$ cat src/rtl/wb_bus_pkg.sv
package wb_bus_pkg;

  // bus widths
  localparam int WB_AW = 32;
  localparam int WB_DW = 32;
  // one select bit per data byte
  localparam int WB_SW = WB_DW / 8;

  // byte address, also used for window bounds
  typedef logic [WB_AW-1:0] wb_addr_t;

  // master side request
  // cyc and stb travel beside it as plain wires
  typedef struct packed {
    // write enable, low for reads
    logic             we;
    // byte lanes of the write
    logic [WB_SW-1:0] sel;
    // byte address
    wb_addr_t         adr;
    // write data
    logic [WB_DW-1:0] dat;
  } wb_req_t;

  // slave side response
  // ack and err are one-cycle pulses, never together
  typedef struct packed {
    // read data, valid only with ack
    logic [WB_DW-1:0] dat;
    // transfer done
    logic             ack;
    // transfer failed
    logic             err;
  } wb_rsp_t;

endpackage

$ cat src/rtl/wb_bus_top.sv
module wb_bus_top
  import wb_bus_pkg::*;
(
  input  logic    wb_clk_i,
  input  logic    wb_rst_i,
  input  logic    wbm_cyc_i,
  input  logic    wbm_stb_i,
  input  wb_req_t wbm_req_i,
  output wb_rsp_t wbm_rsp_o
);

  localparam int N_SLAVES = 3;
  localparam int TIMEOUT  = 10;

  // address map, slave 0 in the low slot
  localparam wb_addr_t [N_SLAVES-1:0] SLAVE_ADDR = {
    32'h3000_0000, 32'h2000_0000, 32'h1000_0000
  };
  localparam wb_addr_t [N_SLAVES-1:0] SLAVE_HIGH = {
    32'h3000_000F, 32'h2000_00FF, 32'h1000_00FF
  };

  logic    [N_SLAVES-1:0] slv_cyc;
  logic    [N_SLAVES-1:0] slv_stb;
  // one request fans out to every slave
  wb_req_t                slv_req;
  // responses indexed by slave
  wb_rsp_t [N_SLAVES-1:0] slv_rsp;

  wbs_sub_arbiter #(
    .N_SLAVES  (N_SLAVES),
    .SLAVE_ADDR(SLAVE_ADDR),
    .SLAVE_HIGH(SLAVE_HIGH),
    .TIMEOUT   (TIMEOUT)
  ) u_arbiter (
    .wb_clk_i (wb_clk_i),
    .wb_rst_i (wb_rst_i),
    .wbm_cyc_i(wbm_cyc_i),
    .wbm_stb_i(wbm_stb_i),
    .wbm_req_i(wbm_req_i),
    .wbm_rsp_o(wbm_rsp_o),
    .wbs_cyc_o(slv_cyc),
    .wbs_stb_o(slv_stb),
    .wbs_req_o(slv_req),
    .wbs_rsp_i(slv_rsp)
  );

  // fast bank
  wb_reg_slave #(
    .N_REGS     (16),
    .WAIT_CYCLES(0)
  ) u_slave0 (
    .wb_clk_i(wb_clk_i),
    .wb_rst_i(wb_rst_i),
    .cyc_i   (slv_cyc[0]),
    .stb_i   (slv_stb[0]),
    .req_i   (slv_req),
    .rsp_o   (slv_rsp[0])
  );

  // slow bank
  wb_reg_slave #(
    .N_REGS     (8),
    .WAIT_CYCLES(3)
  ) u_slave1 (
    .wb_clk_i(wb_clk_i),
    .wb_rst_i(wb_rst_i),
    .cyc_i   (slv_cyc[1]),
    .stb_i   (slv_stb[1]),
    .req_i   (slv_req),
    .rsp_o   (slv_rsp[1])
  );

  // slower than the watchdog, always times out
  wb_reg_slave #(
    .N_REGS     (4),
    .WAIT_CYCLES(20)
  ) u_slave2 (
    .wb_clk_i(wb_clk_i),
    .wb_rst_i(wb_rst_i),
    .cyc_i   (slv_cyc[2]),
    .stb_i   (slv_stb[2]),
    .req_i   (slv_req),
    .rsp_o   (slv_rsp[2])
  );

endmodule

$ cat src/rtl/wb_reg_slave.sv
module wb_reg_slave
  import wb_bus_pkg::*;
#(
  parameter int N_REGS      = 16,
  parameter int WAIT_CYCLES = 0
) (
  input  logic    wb_clk_i,
  input  logic    wb_rst_i,
  input  logic    cyc_i,
  input  logic    stb_i,
  input  wb_req_t req_i,
  output wb_rsp_t rsp_o
);

  localparam int          IW   = (N_REGS > 1) ? $clog2(N_REGS) : 1;
  localparam int          CW   = (WAIT_CYCLES > 1) ? $clog2(WAIT_CYCLES) : 1;
  localparam int unsigned LOAD = (WAIT_CYCLES > 0) ? WAIT_CYCLES - 1 : 0;

  logic [WB_DW-1:0] regs_q [N_REGS];
  logic             busy_q;
  logic [CW-1:0]    wait_q;
  wb_req_t          req_q;
  logic             strobe;
  logic             fire;
  wb_req_t          cur_req;
  logic [WB_AW-3:0] word;
  logic [IW-1:0]    idx;
  logic             in_range;
  logic             ack_q;
  logic             err_q;
  logic [WB_DW-1:0] rdat_q;

  // new strobes are dropped while a delayed access is pending
  assign strobe = cyc_i && stb_i && !busy_q;
  // zero wait answers on the sampling edge itself
  assign fire    = (WAIT_CYCLES == 0) ? strobe : (busy_q && (wait_q == '0));
  assign cur_req = (WAIT_CYCLES == 0) ? req_i : req_q;
  // word index from bit 2 up
  assign word     = cur_req.adr[WB_AW-1:2];
  assign idx      = word[IW-1:0];
  assign in_range = (word < N_REGS);

  // hold the request through the wait states
  always_ff @(posedge wb_clk_i) begin
    if (strobe) begin
      req_q <= req_i;
    end
  end

  // wait-state counter
  always_ff @(posedge wb_clk_i) begin
    if (wb_rst_i) begin
      busy_q <= 1'b0;
      wait_q <= '0;
    end else if (strobe && (WAIT_CYCLES != 0)) begin
      busy_q <= 1'b1;
      wait_q <= CW'(LOAD);
    end else if (busy_q) begin
      if (wait_q == '0) begin
        busy_q <= 1'b0;
      end else begin
        wait_q <= wait_q - 1'b1;
      end
    end
  end

  // register file and response pulse
  always_ff @(posedge wb_clk_i) begin
    if (wb_rst_i) begin
      ack_q <= 1'b0;
      err_q <= 1'b0;
      for (int r = 0; r < N_REGS; r++) begin
        regs_q[r] <= '0;
      end
    end else begin
      ack_q <= 1'b0;
      err_q <= 1'b0;
      if (fire) begin
        if (in_range) begin
          ack_q <= 1'b1;
          // byte lanes with sel set only
          if (cur_req.we) begin
            for (int b = 0; b < WB_SW; b++) begin
              if (cur_req.sel[b]) begin
                regs_q[idx][8*b +: 8] <= cur_req.dat[8*b +: 8];
              end
            end
          end
        end else begin
          // past the last register
          err_q <= 1'b1;
        end
      end
    end
  end

  // read word, old contents on a write
  always_ff @(posedge wb_clk_i) begin
    if (fire && in_range) begin
      rdat_q <= regs_q[idx];
    end
  end

  assign rsp_o = '{dat: rdat_q, ack: ack_q, err: err_q};

endmodule

$ cat src/rtl/wb_timeout_counter.sv
module wb_timeout_counter #(
  parameter int TIMEOUT = 10
) (
  input  logic wb_clk_i,
  input  logic wb_rst_i,
  input  logic clear_i,
  output logic timeout_o
);

  // wide enough to hold TIMEOUT itself
  localparam int CW = $clog2(TIMEOUT + 1);

  logic [CW-1:0] cnt_q;

  // count up while not cleared, hold at the limit
  always_ff @(posedge wb_clk_i) begin
    if (wb_rst_i || clear_i) begin
      cnt_q <= '0;
    end else if (!timeout_o) begin
      cnt_q <= cnt_q + 1'b1;
    end
  end

  // stays high until cleared
  assign timeout_o = (cnt_q == CW'(TIMEOUT));

endmodule

$ cat src/rtl/wbs_sub_arbiter.sv
module wbs_sub_arbiter
  import wb_bus_pkg::*;
#(
  parameter int                      N_SLAVES   = 3,
  parameter wb_addr_t [N_SLAVES-1:0] SLAVE_ADDR = '0,
  parameter wb_addr_t [N_SLAVES-1:0] SLAVE_HIGH = '0,
  parameter int                      TIMEOUT    = 10
) (
  input  logic                   wb_clk_i,
  input  logic                   wb_rst_i,
  input  logic                   wbm_cyc_i,
  input  logic                   wbm_stb_i,
  input  wb_req_t                wbm_req_i,
  output wb_rsp_t                wbm_rsp_o,
  output logic    [N_SLAVES-1:0] wbs_cyc_o,
  output logic    [N_SLAVES-1:0] wbs_stb_o,
  output wb_req_t                wbs_req_o,
  input  wb_rsp_t [N_SLAVES-1:0] wbs_rsp_i
);

  localparam int IDXW = (N_SLAVES > 1) ? $clog2(N_SLAVES) : 1;

  typedef enum logic {
    ST_IDLE,
    ST_WAIT
  } state_t;

  // one-hot to index, highest set bit wins
  function automatic logic [IDXW-1:0] encode(input logic [N_SLAVES-1:0] onehot);
    logic [IDXW-1:0] idx;
    idx = '0;
    for (int i = 0; i < N_SLAVES; i++) begin
      if (onehot[i]) begin
        idx = IDXW'(i);
      end
    end
    return idx;
  endfunction

  // stage 0, master inputs
  logic                mst_cyc_q;
  logic                mst_stb_q;
  wb_req_t             mst_req_q;
  // stage 1, window compare plus aligned request
  logic [N_SLAVES-1:0] hit_q;
  logic                cyc1_q;
  logic                stb1_q;
  wb_req_t             req1_q;
  // stage 2, encoded hit and base of that window
  logic                hit_any2_q;
  logic [IDXW-1:0]     idx2_q;
  wb_addr_t            base2_q;
  logic                cyc2_q;
  logic                stb2_q;
  wb_req_t             req2_q;
  // control stage
  state_t              state_q;
  logic [N_SLAVES-1:0] act_q;
  logic [N_SLAVES-1:0] strobe_q;
  logic                fsm_err_q;
  wb_req_t             slv_req_q;
  logic                tmo;
  // response path
  logic [N_SLAVES-1:0]            slv_ack_q;
  logic [N_SLAVES-1:0]            slv_err_q;
  logic [N_SLAVES-1:0][WB_DW-1:0] slv_dat_q;
  logic [IDXW-1:0]                act_idx;
  logic                           slv_done;
  logic                           sel_ack_q;
  logic                           sel_err_q;
  logic [WB_DW-1:0]               sel_dat_q;
  // master output registers
  logic                           mst_ack_q;
  logic                           mst_err_q;
  logic [WB_DW-1:0]               mst_dat_q;

  // register the master, edge k
  always_ff @(posedge wb_clk_i) begin
    if (wb_rst_i) begin
      mst_cyc_q <= 1'b0;
      mst_stb_q <= 1'b0;
    end else begin
      mst_cyc_q <= wbm_cyc_i;
      mst_stb_q <= wbm_stb_i;
    end
  end

  always_ff @(posedge wb_clk_i) begin
    mst_req_q <= wbm_req_i;
  end

  // decode, edge k+1
  // inclusive bounds on both ends
  always_ff @(posedge wb_clk_i) begin
    if (wb_rst_i) begin
      hit_q  <= '0;
      cyc1_q <= 1'b0;
      stb1_q <= 1'b0;
    end else begin
      cyc1_q <= mst_cyc_q;
      stb1_q <= mst_stb_q;
      for (int i = 0; i < N_SLAVES; i++) begin
        hit_q[i] <= (mst_req_q.adr >= SLAVE_ADDR[i]) && (mst_req_q.adr <= SLAVE_HIGH[i]);
      end
    end
  end

  // encode and fetch the window base, edge k+2
  always_ff @(posedge wb_clk_i) begin
    if (wb_rst_i) begin
      hit_any2_q <= 1'b0;
      cyc2_q     <= 1'b0;
      stb2_q     <= 1'b0;
    end else begin
      hit_any2_q <= |hit_q;
      cyc2_q     <= cyc1_q;
      stb2_q     <= stb1_q;
    end
  end

  // request payload follows the decode two deep
  always_ff @(posedge wb_clk_i) begin
    req1_q  <= mst_req_q;
    req2_q  <= req1_q;
    idx2_q  <= encode(hit_q);
    base2_q <= SLAVE_ADDR[encode(hit_q)];
  end

  // bus watchdog, runs only while waiting on a slave
  wb_timeout_counter #(
    .TIMEOUT(TIMEOUT)
  ) u_timeout (
    .wb_clk_i (wb_clk_i),
    .wb_rst_i (wb_rst_i),
    .clear_i  (state_q != ST_WAIT),
    .timeout_o(tmo)
  );

  // a response from the slave we are waiting on
  assign slv_done = |((slv_ack_q | slv_err_q) & act_q);

  // control, edge k+3
  always_ff @(posedge wb_clk_i) begin
    if (wb_rst_i) begin
      state_q   <= ST_IDLE;
      act_q     <= '0;
      strobe_q  <= '0;
      fsm_err_q <= 1'b0;
    end else begin
      // strobes and err are single pulses
      strobe_q  <= '0;
      fsm_err_q <= 1'b0;
      case (state_q)
        ST_IDLE: begin
          if (cyc2_q && stb2_q) begin
            if (!hit_any2_q) begin
              // no window claims it
              fsm_err_q <= 1'b1;
              act_q     <= '0;
            end else begin
              act_q    <= N_SLAVES'(1) << idx2_q;
              strobe_q <= N_SLAVES'(1) << idx2_q;
              state_q  <= ST_WAIT;
            end
          end
        end
        ST_WAIT: begin
          if (slv_done) begin
            state_q <= ST_IDLE;
            act_q   <= '0;
          end else if (tmo) begin
            // dead slave, drop it so a late ack is masked
            fsm_err_q <= 1'b1;
            act_q     <= '0;
            state_q   <= ST_IDLE;
          end
        end
        default: begin
          state_q <= ST_IDLE;
        end
      endcase
    end
  end

  // rebase the address into the slave's window
  always_ff @(posedge wb_clk_i) begin
    if (state_q == ST_IDLE) begin
      slv_req_q.we  <= req2_q.we;
      slv_req_q.sel <= req2_q.sel;
      slv_req_q.adr <= req2_q.adr - base2_q;
      slv_req_q.dat <= req2_q.dat;
    end
  end

  // slave side outputs, edge k+4
  always_ff @(posedge wb_clk_i) begin
    if (wb_rst_i) begin
      wbs_cyc_o <= '0;
      wbs_stb_o <= '0;
    end else begin
      wbs_cyc_o <= strobe_q;
      wbs_stb_o <= strobe_q;
    end
  end

  always_ff @(posedge wb_clk_i) begin
    wbs_req_o <= slv_req_q;
  end

  // capture every slave response
  always_ff @(posedge wb_clk_i) begin
    if (wb_rst_i) begin
      slv_ack_q <= '0;
      slv_err_q <= '0;
    end else begin
      for (int i = 0; i < N_SLAVES; i++) begin
        slv_ack_q[i] <= wbs_rsp_i[i].ack;
        slv_err_q[i] <= wbs_rsp_i[i].err;
      end
    end
  end

  always_ff @(posedge wb_clk_i) begin
    for (int i = 0; i < N_SLAVES; i++) begin
      slv_dat_q[i] <= wbs_rsp_i[i].dat;
    end
  end

  // pick the active slave, others are ignored
  assign act_idx = encode(act_q);

  always_ff @(posedge wb_clk_i) begin
    if (wb_rst_i) begin
      sel_ack_q <= 1'b0;
      sel_err_q <= 1'b0;
    end else begin
      sel_ack_q <= |(slv_ack_q & act_q);
      sel_err_q <= |(slv_err_q & act_q);
    end
  end

  always_ff @(posedge wb_clk_i) begin
    sel_dat_q <= slv_dat_q[act_idx];
    mst_dat_q <= sel_dat_q;
  end

  // master outputs
  // slave err and arbiter err share one line
  always_ff @(posedge wb_clk_i) begin
    if (wb_rst_i) begin
      mst_ack_q <= 1'b0;
      mst_err_q <= 1'b0;
    end else begin
      mst_ack_q <= sel_ack_q;
      mst_err_q <= sel_err_q | fsm_err_q;
    end
  end

  assign wbm_rsp_o = '{dat: mst_dat_q, ack: mst_ack_q, err: mst_err_q};

endmodule

$ cat config.mk
export PLATFORM = sky130hd
export DESIGN_NAME = wb_bus_top
export DESIGN_NICKNAME = d
export VERILOG_FILES = /design/src/rtl/wb_bus_pkg.sv /design/src/rtl/wb_bus_top.sv /design/src/rtl/wb_reg_slave.sv /design/src/rtl/wb_timeout_counter.sv /design/src/rtl/wbs_sub_arbiter.sv
export SDC_FILE = /design/constraint.sdc
export NUM_CORES = 2
export LEC_CHECK = 0
export BUFFER_PORTS_ARGS = -buffer_cell sky130_fd_sc_hd__buf_2
export CORE_MARGIN = 1.5
export CORE_UTILIZATION = 30
export CTS_CLUSTER_SIZE = 8
export DETAILED_ROUTE_END_ITERATION = 7
export PLACE_DENSITY_LB_ADDON = 0.2
export SYNTH_ARGS = -nofsm -noshare
export SYNTH_HDL_FRONTEND = slang
export SYNTH_SLANG_ARGS = --single-unit
$ cat constraint.sdc
create_clock -name wb_clk_i -period 4.06 [get_ports wb_clk_i]
set_clock_uncertainty 0.2 [all_clocks]
set_input_delay 0.406 -clock wb_clk_i [delete_from_list [all_inputs] [get_ports wb_clk_i]]
set_output_delay 0.406 -clock wb_clk_i [all_outputs]
set_load 0.1 [all_outputs]
# After elaboration in Yosys (flattened, before gate mapping)
# Memories as Yosys holds them, arrays and structs flattened. A register that Yosys moved wholly into a read port is not among the register bits.
# Index checks and enable logic that the tools add are counted.
# classes
eq_ne,5
mux,126
n_addsub,5
n_shift,1
bitwise,13
n_reduce_logical,39
order_cmp,11
# ops
operator,n
$mux W32,5
$bmux W32 S2,2
$mux W1,98
$reduce_or A32 Y1,3
$ge A32 B30 Y1 const B,2
$le A32 B30 Y1 const B,2
$ge A32 B29 Y1 const B,1
$le A32 B29 Y1 const B,1
$sub A32 B32 Y32,1
$lt A30 B3 Y1 const B,1
$lt A30 B4 Y1 const B,1
$lt A30 B5 Y1 const B,1
$mux W4,4
$mux W3,5
$mux W5,3
$reduce_or A3 Y1,5
$logic_and A1 B1 Y1,12
$mux W2,6
$reduce_or A2 Y1,6
$reduce_and A2 Y1,5
$and A3 B3 Y3,3
$not A1 Y1,8
$lt A2 B3 Y1 const B,2
$ne A2 B1 Y1 const B,3
16 further kinds,20
# word_totals
mem_count,3
ff_bits,729
ram_bits,896
out_inout_bits,34
# mem_list
name,depth,word_bits,rd,rd_ports_with_merged_regs,write_ports,line,source
u_slave0.regs_q,16,32,1,1,16,wb_reg_slave.sv:19,logic [WB_DW-1:0] regs_q [N_REGS];
u_slave1.regs_q,8,32,1,1,8,wb_reg_slave.sv:19,
u_slave2.regs_q,4,32,1,1,4,wb_reg_slave.sv:19,

# Depth between registers and ports, before layout
# depth
word_depth,8
ltp_mapped,8

# Cells and area by module
# Synthesis repeated with hierarchy kept, for this count alone.
# hier_totals
hier_cells,4304
hier_area_um2,67227.0
# by_module_without_submodules
module,cells_each,area_per_inst_um2,n_inst
wb_reg_slave at u_slave0,1785,28831.4,1
wb_reg_slave at u_slave1,1102,15503.6,1
wbs_sub_arbiter,751,12726.0,1
wb_reg_slave at u_slave2,645,9932.0,1
wb_timeout_counter,21,234.0,1

# Least setup slack after synthesis
# No wires, ideal clock.
# synth_timing
kind,reg-to-reg
startpoint,register u_slave1.busy_q
endpoint,"register u_slave1.req_q (netlist bit u_slave1.cur_req[0]), enable pin"
stages_incl_launch_ff,2
slack_ns,0.010
arrival_time_ns,3.348
cell_sequence,dfxtp_1 -> nor2b_1
# synth_between
elab_chain_len,2
# synth_lines
element,line,source
start: declaration,wb_reg_slave.sv:20,logic busy_q;
start signal: assignment,wb_reg_slave.sv:53,busy_q <= 1'b0;
start signal: assignment,wb_reg_slave.sv:56,busy_q <= 1'b1;
start signal: assignment,wb_reg_slave.sv:60,busy_q <= 1'b0;
$logic_not A1 Y1,wb_reg_slave.sv:34,assign strobe = cyc_i && stb_i && !busy_q;
$logic_and A1 B1 Y1,wb_reg_slave.sv:34,
named net u_slave1.strobe,wb_reg_slave.sv:23,logic strobe;
end signal: assignment,wb_reg_slave.sv:46,req_q <= req_i;
end: declaration,wb_reg_slave.sv:22,wb_req_t req_q;
# The timed path passes the listed nets, and every way through them passes these cells.
# A chain may end at the register's enable or synchronous reset.

==> impl_metrics.yaml <==
drt:
  wl_per_cell_um: 25.2
  drc: 0
  viasPerCell: 4.82
  drt_first_pass_iters: 6
  wl_um: 175000
  routed-via-count: 33563
  drt_iter0_drc: 3564
  ant_nets: 0
sta:
  rsz0062_at_grt: "false"
  setup_viol: 0
  layout_min_cycle_time_ns: 3.21
  worstMarginPinSlew_ns: 1.13
  finalSetupTns_ns: 0
  slew_violations: 0
  max-slew-margin-rel_pct: 24.5
  fin_ws_ns: 0.847
  fin_worst_hold_slack_ns: 0.0333
  max_freq_ghz: 0.311
  min_period_over_period_pct: 79.1
  hold_viol: 0
clocking:
  cts_resized: 0
  insertion_delay_ns: 0.86
  clock_sinks: 1675
  path_clk_slew_ns: 0.05
  cts_tree: "done"
  post-cts-setup-buffer-count: 0
  clk_path_buf_depth: 3
  cts_buffers: 227
  cts_hold_buf: 125
  cts.htree.levels: 4
  clockRootBuffer: "clkbuf_16"
global_route:
  grt_remaining_overflow: 0
  grt_max_degree: 73
  grt_pass1_wl_um: 249000
  antenna_found_initial: 20
  first_global_vias: 33931
  grt_usage_pct: 17.2
power_and_ir_drop:
  switching_share_pct: 21.4
  peakVddDrop_v: 0.000439
  internal_power_uw: 29700
  p_seq_share_pct: 50.5
  p_per_area_nw_per_um2: 529
  clkPwrFrac_pct: 46.5
  comb_power_share_pct: 3.0
  cellLeakagePower_uw: 0.0239
  p_sw_uw: 8090
placed_design:
  place_worst_setup_slack_ns: 0.908
  postPlaceCellArea_um2: 63700
  port_buffers: 104
  dp_hpwl_um: 108000
  gp_congestion: 0.786
setup_path:
  crit_start: "u_slave2.cur_req[61]"
  crit_path_max_fanout: 13
  r2r_start: "u_slave2.cur_req[61]"
  ff2ff_setup_slack_ns: 0.85
  end_kind: "register"
  start_kind: "register"
  crit_required_ns: 4.32
  worstPathArrival_ns: 3.48
  path_class: "register to register"
synthesis:
  synth_seq_cells: 1675
  yosysSeqAreaShare_pct: 76.0
  synth_area_um2: 59800
  syn_avg_cell_area_um2: 15.5
  synthArstFlopShare_pct: 0
  syn_inst: 3857
  synth_edf_count: 1193
  synth_area_leaders: "edfxtp_1 (60%), dfxtp_1 (16%), mux4_2 (7.2%)"
  yosys_warnings: 0
  dominantRegCellSynth: "edfxtp_1"
  ys_types: 63
  synth_top_area_share_pct: 59.9
  yosysTopAreaCell: "edfxtp_1"
  synth_fp_nets: 3936
status:
  outcome: "finished clean"
job:
  cap_violations: 0
floorplanning:
  die_h_um: 450
  initial_core_util_pct: 30.2
  core_area_um2: 198000
  fp.dieW_um: 450
  row_count: 163
  pin_count: 107
  die_area_um2: 202000
final_layout:
  n_fill_cell: 18891
  nets: 4239
  seq_area_um2: 45500
  final_util_pct: 36.2
  drive_gt1_share_pct: 19.5
  multi_input_area_um2: 13000
  final_area_um2: 71500
  area_growth_pct: 19.5
min_path:
  hp-class: "input port to register"
  hp-start: "wbm_req_i[18]"
==> worst max-delay path, stage by stage, from the launching register on <==
cell and delay, ns:
edfxtp_1 0.37, nor4_1 0.47, and4_1 0.68, and2_1 0.52, a41o_1 0.56
==> synthesized netlist by cell type, types with 5 or more instances <==
master and instances:
buf_2 41, nor4_1 27, a221oi_1 39, buf_6 10
and3_1 8, mux2_2 38, dfxtp_1 482, mux4_2 192
a21oi_1 23, edfxtp_1 1193, and4_1 5, a22oi_1 33
and2_1 38, nand2_1 139, nor2b_1 23, nor2_1 920
nand2b_1 11, a41o_1 12, a22o_1 9, inv_1 14
nor3_1 17, o21ai_0 56, nand3_1 51, clkbuf_1 230
buf_4 5, mux2i_1 47, nand4_1 13, buf_1 13
a31o_2 96, ha_1 6, xor2_1 5, a222oi_1 6
==> power groups by stage <==
stage	Sequential, uW	Clock [uW]	Combinational (uW)
after floorplan	19300	0	656
after global placement	19400	0	1060
after detailed placement	19400	0	1070
after CTS	19100	18000	1160
after global routing	19100	18700	1200
final	19100	17600	1140
==> final timing paths <==
kind | end | cells after the start
worst max-delay path | u_slave2.regs_q[1][27] | 4
worst min-delay path | u_arbiter.mst_req_q[18] | 2
worst max register to register | u_slave2.regs_q[1][27] | 4
worst min register to register | u_arbiter.req1_q[9] | 0
==> per-layer routing <==
metal | vias up | wire length [um] | share of wire (%) | global-route usage (%)
li1 | 14798 | - | - | -
met5 | - | 0 | 0 | 0
met1 | 17334 | 76400 | 44 | 23.7
met2 | 1199 | 83100 | 47 | 27.6
met3 | 232 | 12000 | 6.8 | 3.24
met4 | 0 | 4050 | 2.3 | 4.87
==> registers in the layout, summed over array words and instances, names as in the netlist, 32 cells and up <==
signal	count
u_slave0.regs_q	512
u_slave1.regs_q	256
u_slave2.regs_q	128
u_arbiter.slv_dat_q	96
u_arbiter.mst_req_q	67
u_arbiter.req1_q	67
u_arbiter.req2_q	67
u_arbiter.slv_req_q	67
u_arbiter.wbs_req_o	67
u_slave1.cur_req	67
u_slave2.cur_req	67
u_arbiter.mst_dat_q	32
u_arbiter.sel_dat_q	32
u_slave0.rdat_q	32
u_slave1.rdat_q	32
u_slave2.rdat_q	32
==> area by class of cell <==
type / count / share of cell area (%)
Sequential cell: 1675 / 63.6
Multi-Input combinational cell: 1866 / 18.2
Clock buffer: 369 / 8.69
Tap cell: 2640 / 4.62
Timing Repair Buffer: 374 / 4.22
Clock inverter: 16 / 0.535
Inverter: 16 / 0.0840
Antenna cell: 4 / 0.0140
==> kinds of logic (layout without fill, tap and decap cells) <==
group	Yosys count	count (layout)	synth area share [%]
adder cells (fa/ha/maj)	6	6	0.125
XOR/XNOR	6	6	0.0878
other	0	4	0
AND/OR/NAND/NOR	1275	1275	8.96
multiplexers	277	277	8.73
buffers and inverters	316	775	2.23
flip-flops	1675	1675	76.0
AO/OA/AOI/OAI	302	302	3.86
==> per-stage QoR <==
step,power [uW],instances
final,37800,6960
after global routing,39100,6956
after CTS,38200,6955
after detailed placement,20500,6445
after global placement,20500,6445
after floorplan,19900,3857
==> layout by cell type (no fill, tap or decap), types with 11 or more instances in the layout <==
cell type / instances
a21oi_1: 23
a221oi_1: 39
a22oi_1: 33
a31o_2: 96
a41o_1: 12
and2_1: 38
buf_12: 12
buf_2: 103
buf_4: 132
clkbuf_1: 142
clkbuf_16: 227
dfxtp_1: 476
dlygate4sd3_1: 126
edfxtp_1: 1193
inv_1: 12
mux2_2: 38
mux2i_1: 47
mux4_2: 192
nand2_1: 139
nand2b_1: 11
nand3_1: 51
nand4_1: 13
nor2_1: 919
nor2b_1: 22
nor3_1: 15
nor4_1: 27
o21ai_0: 56
Note: power is estimated with default switching activity, not from simulation.
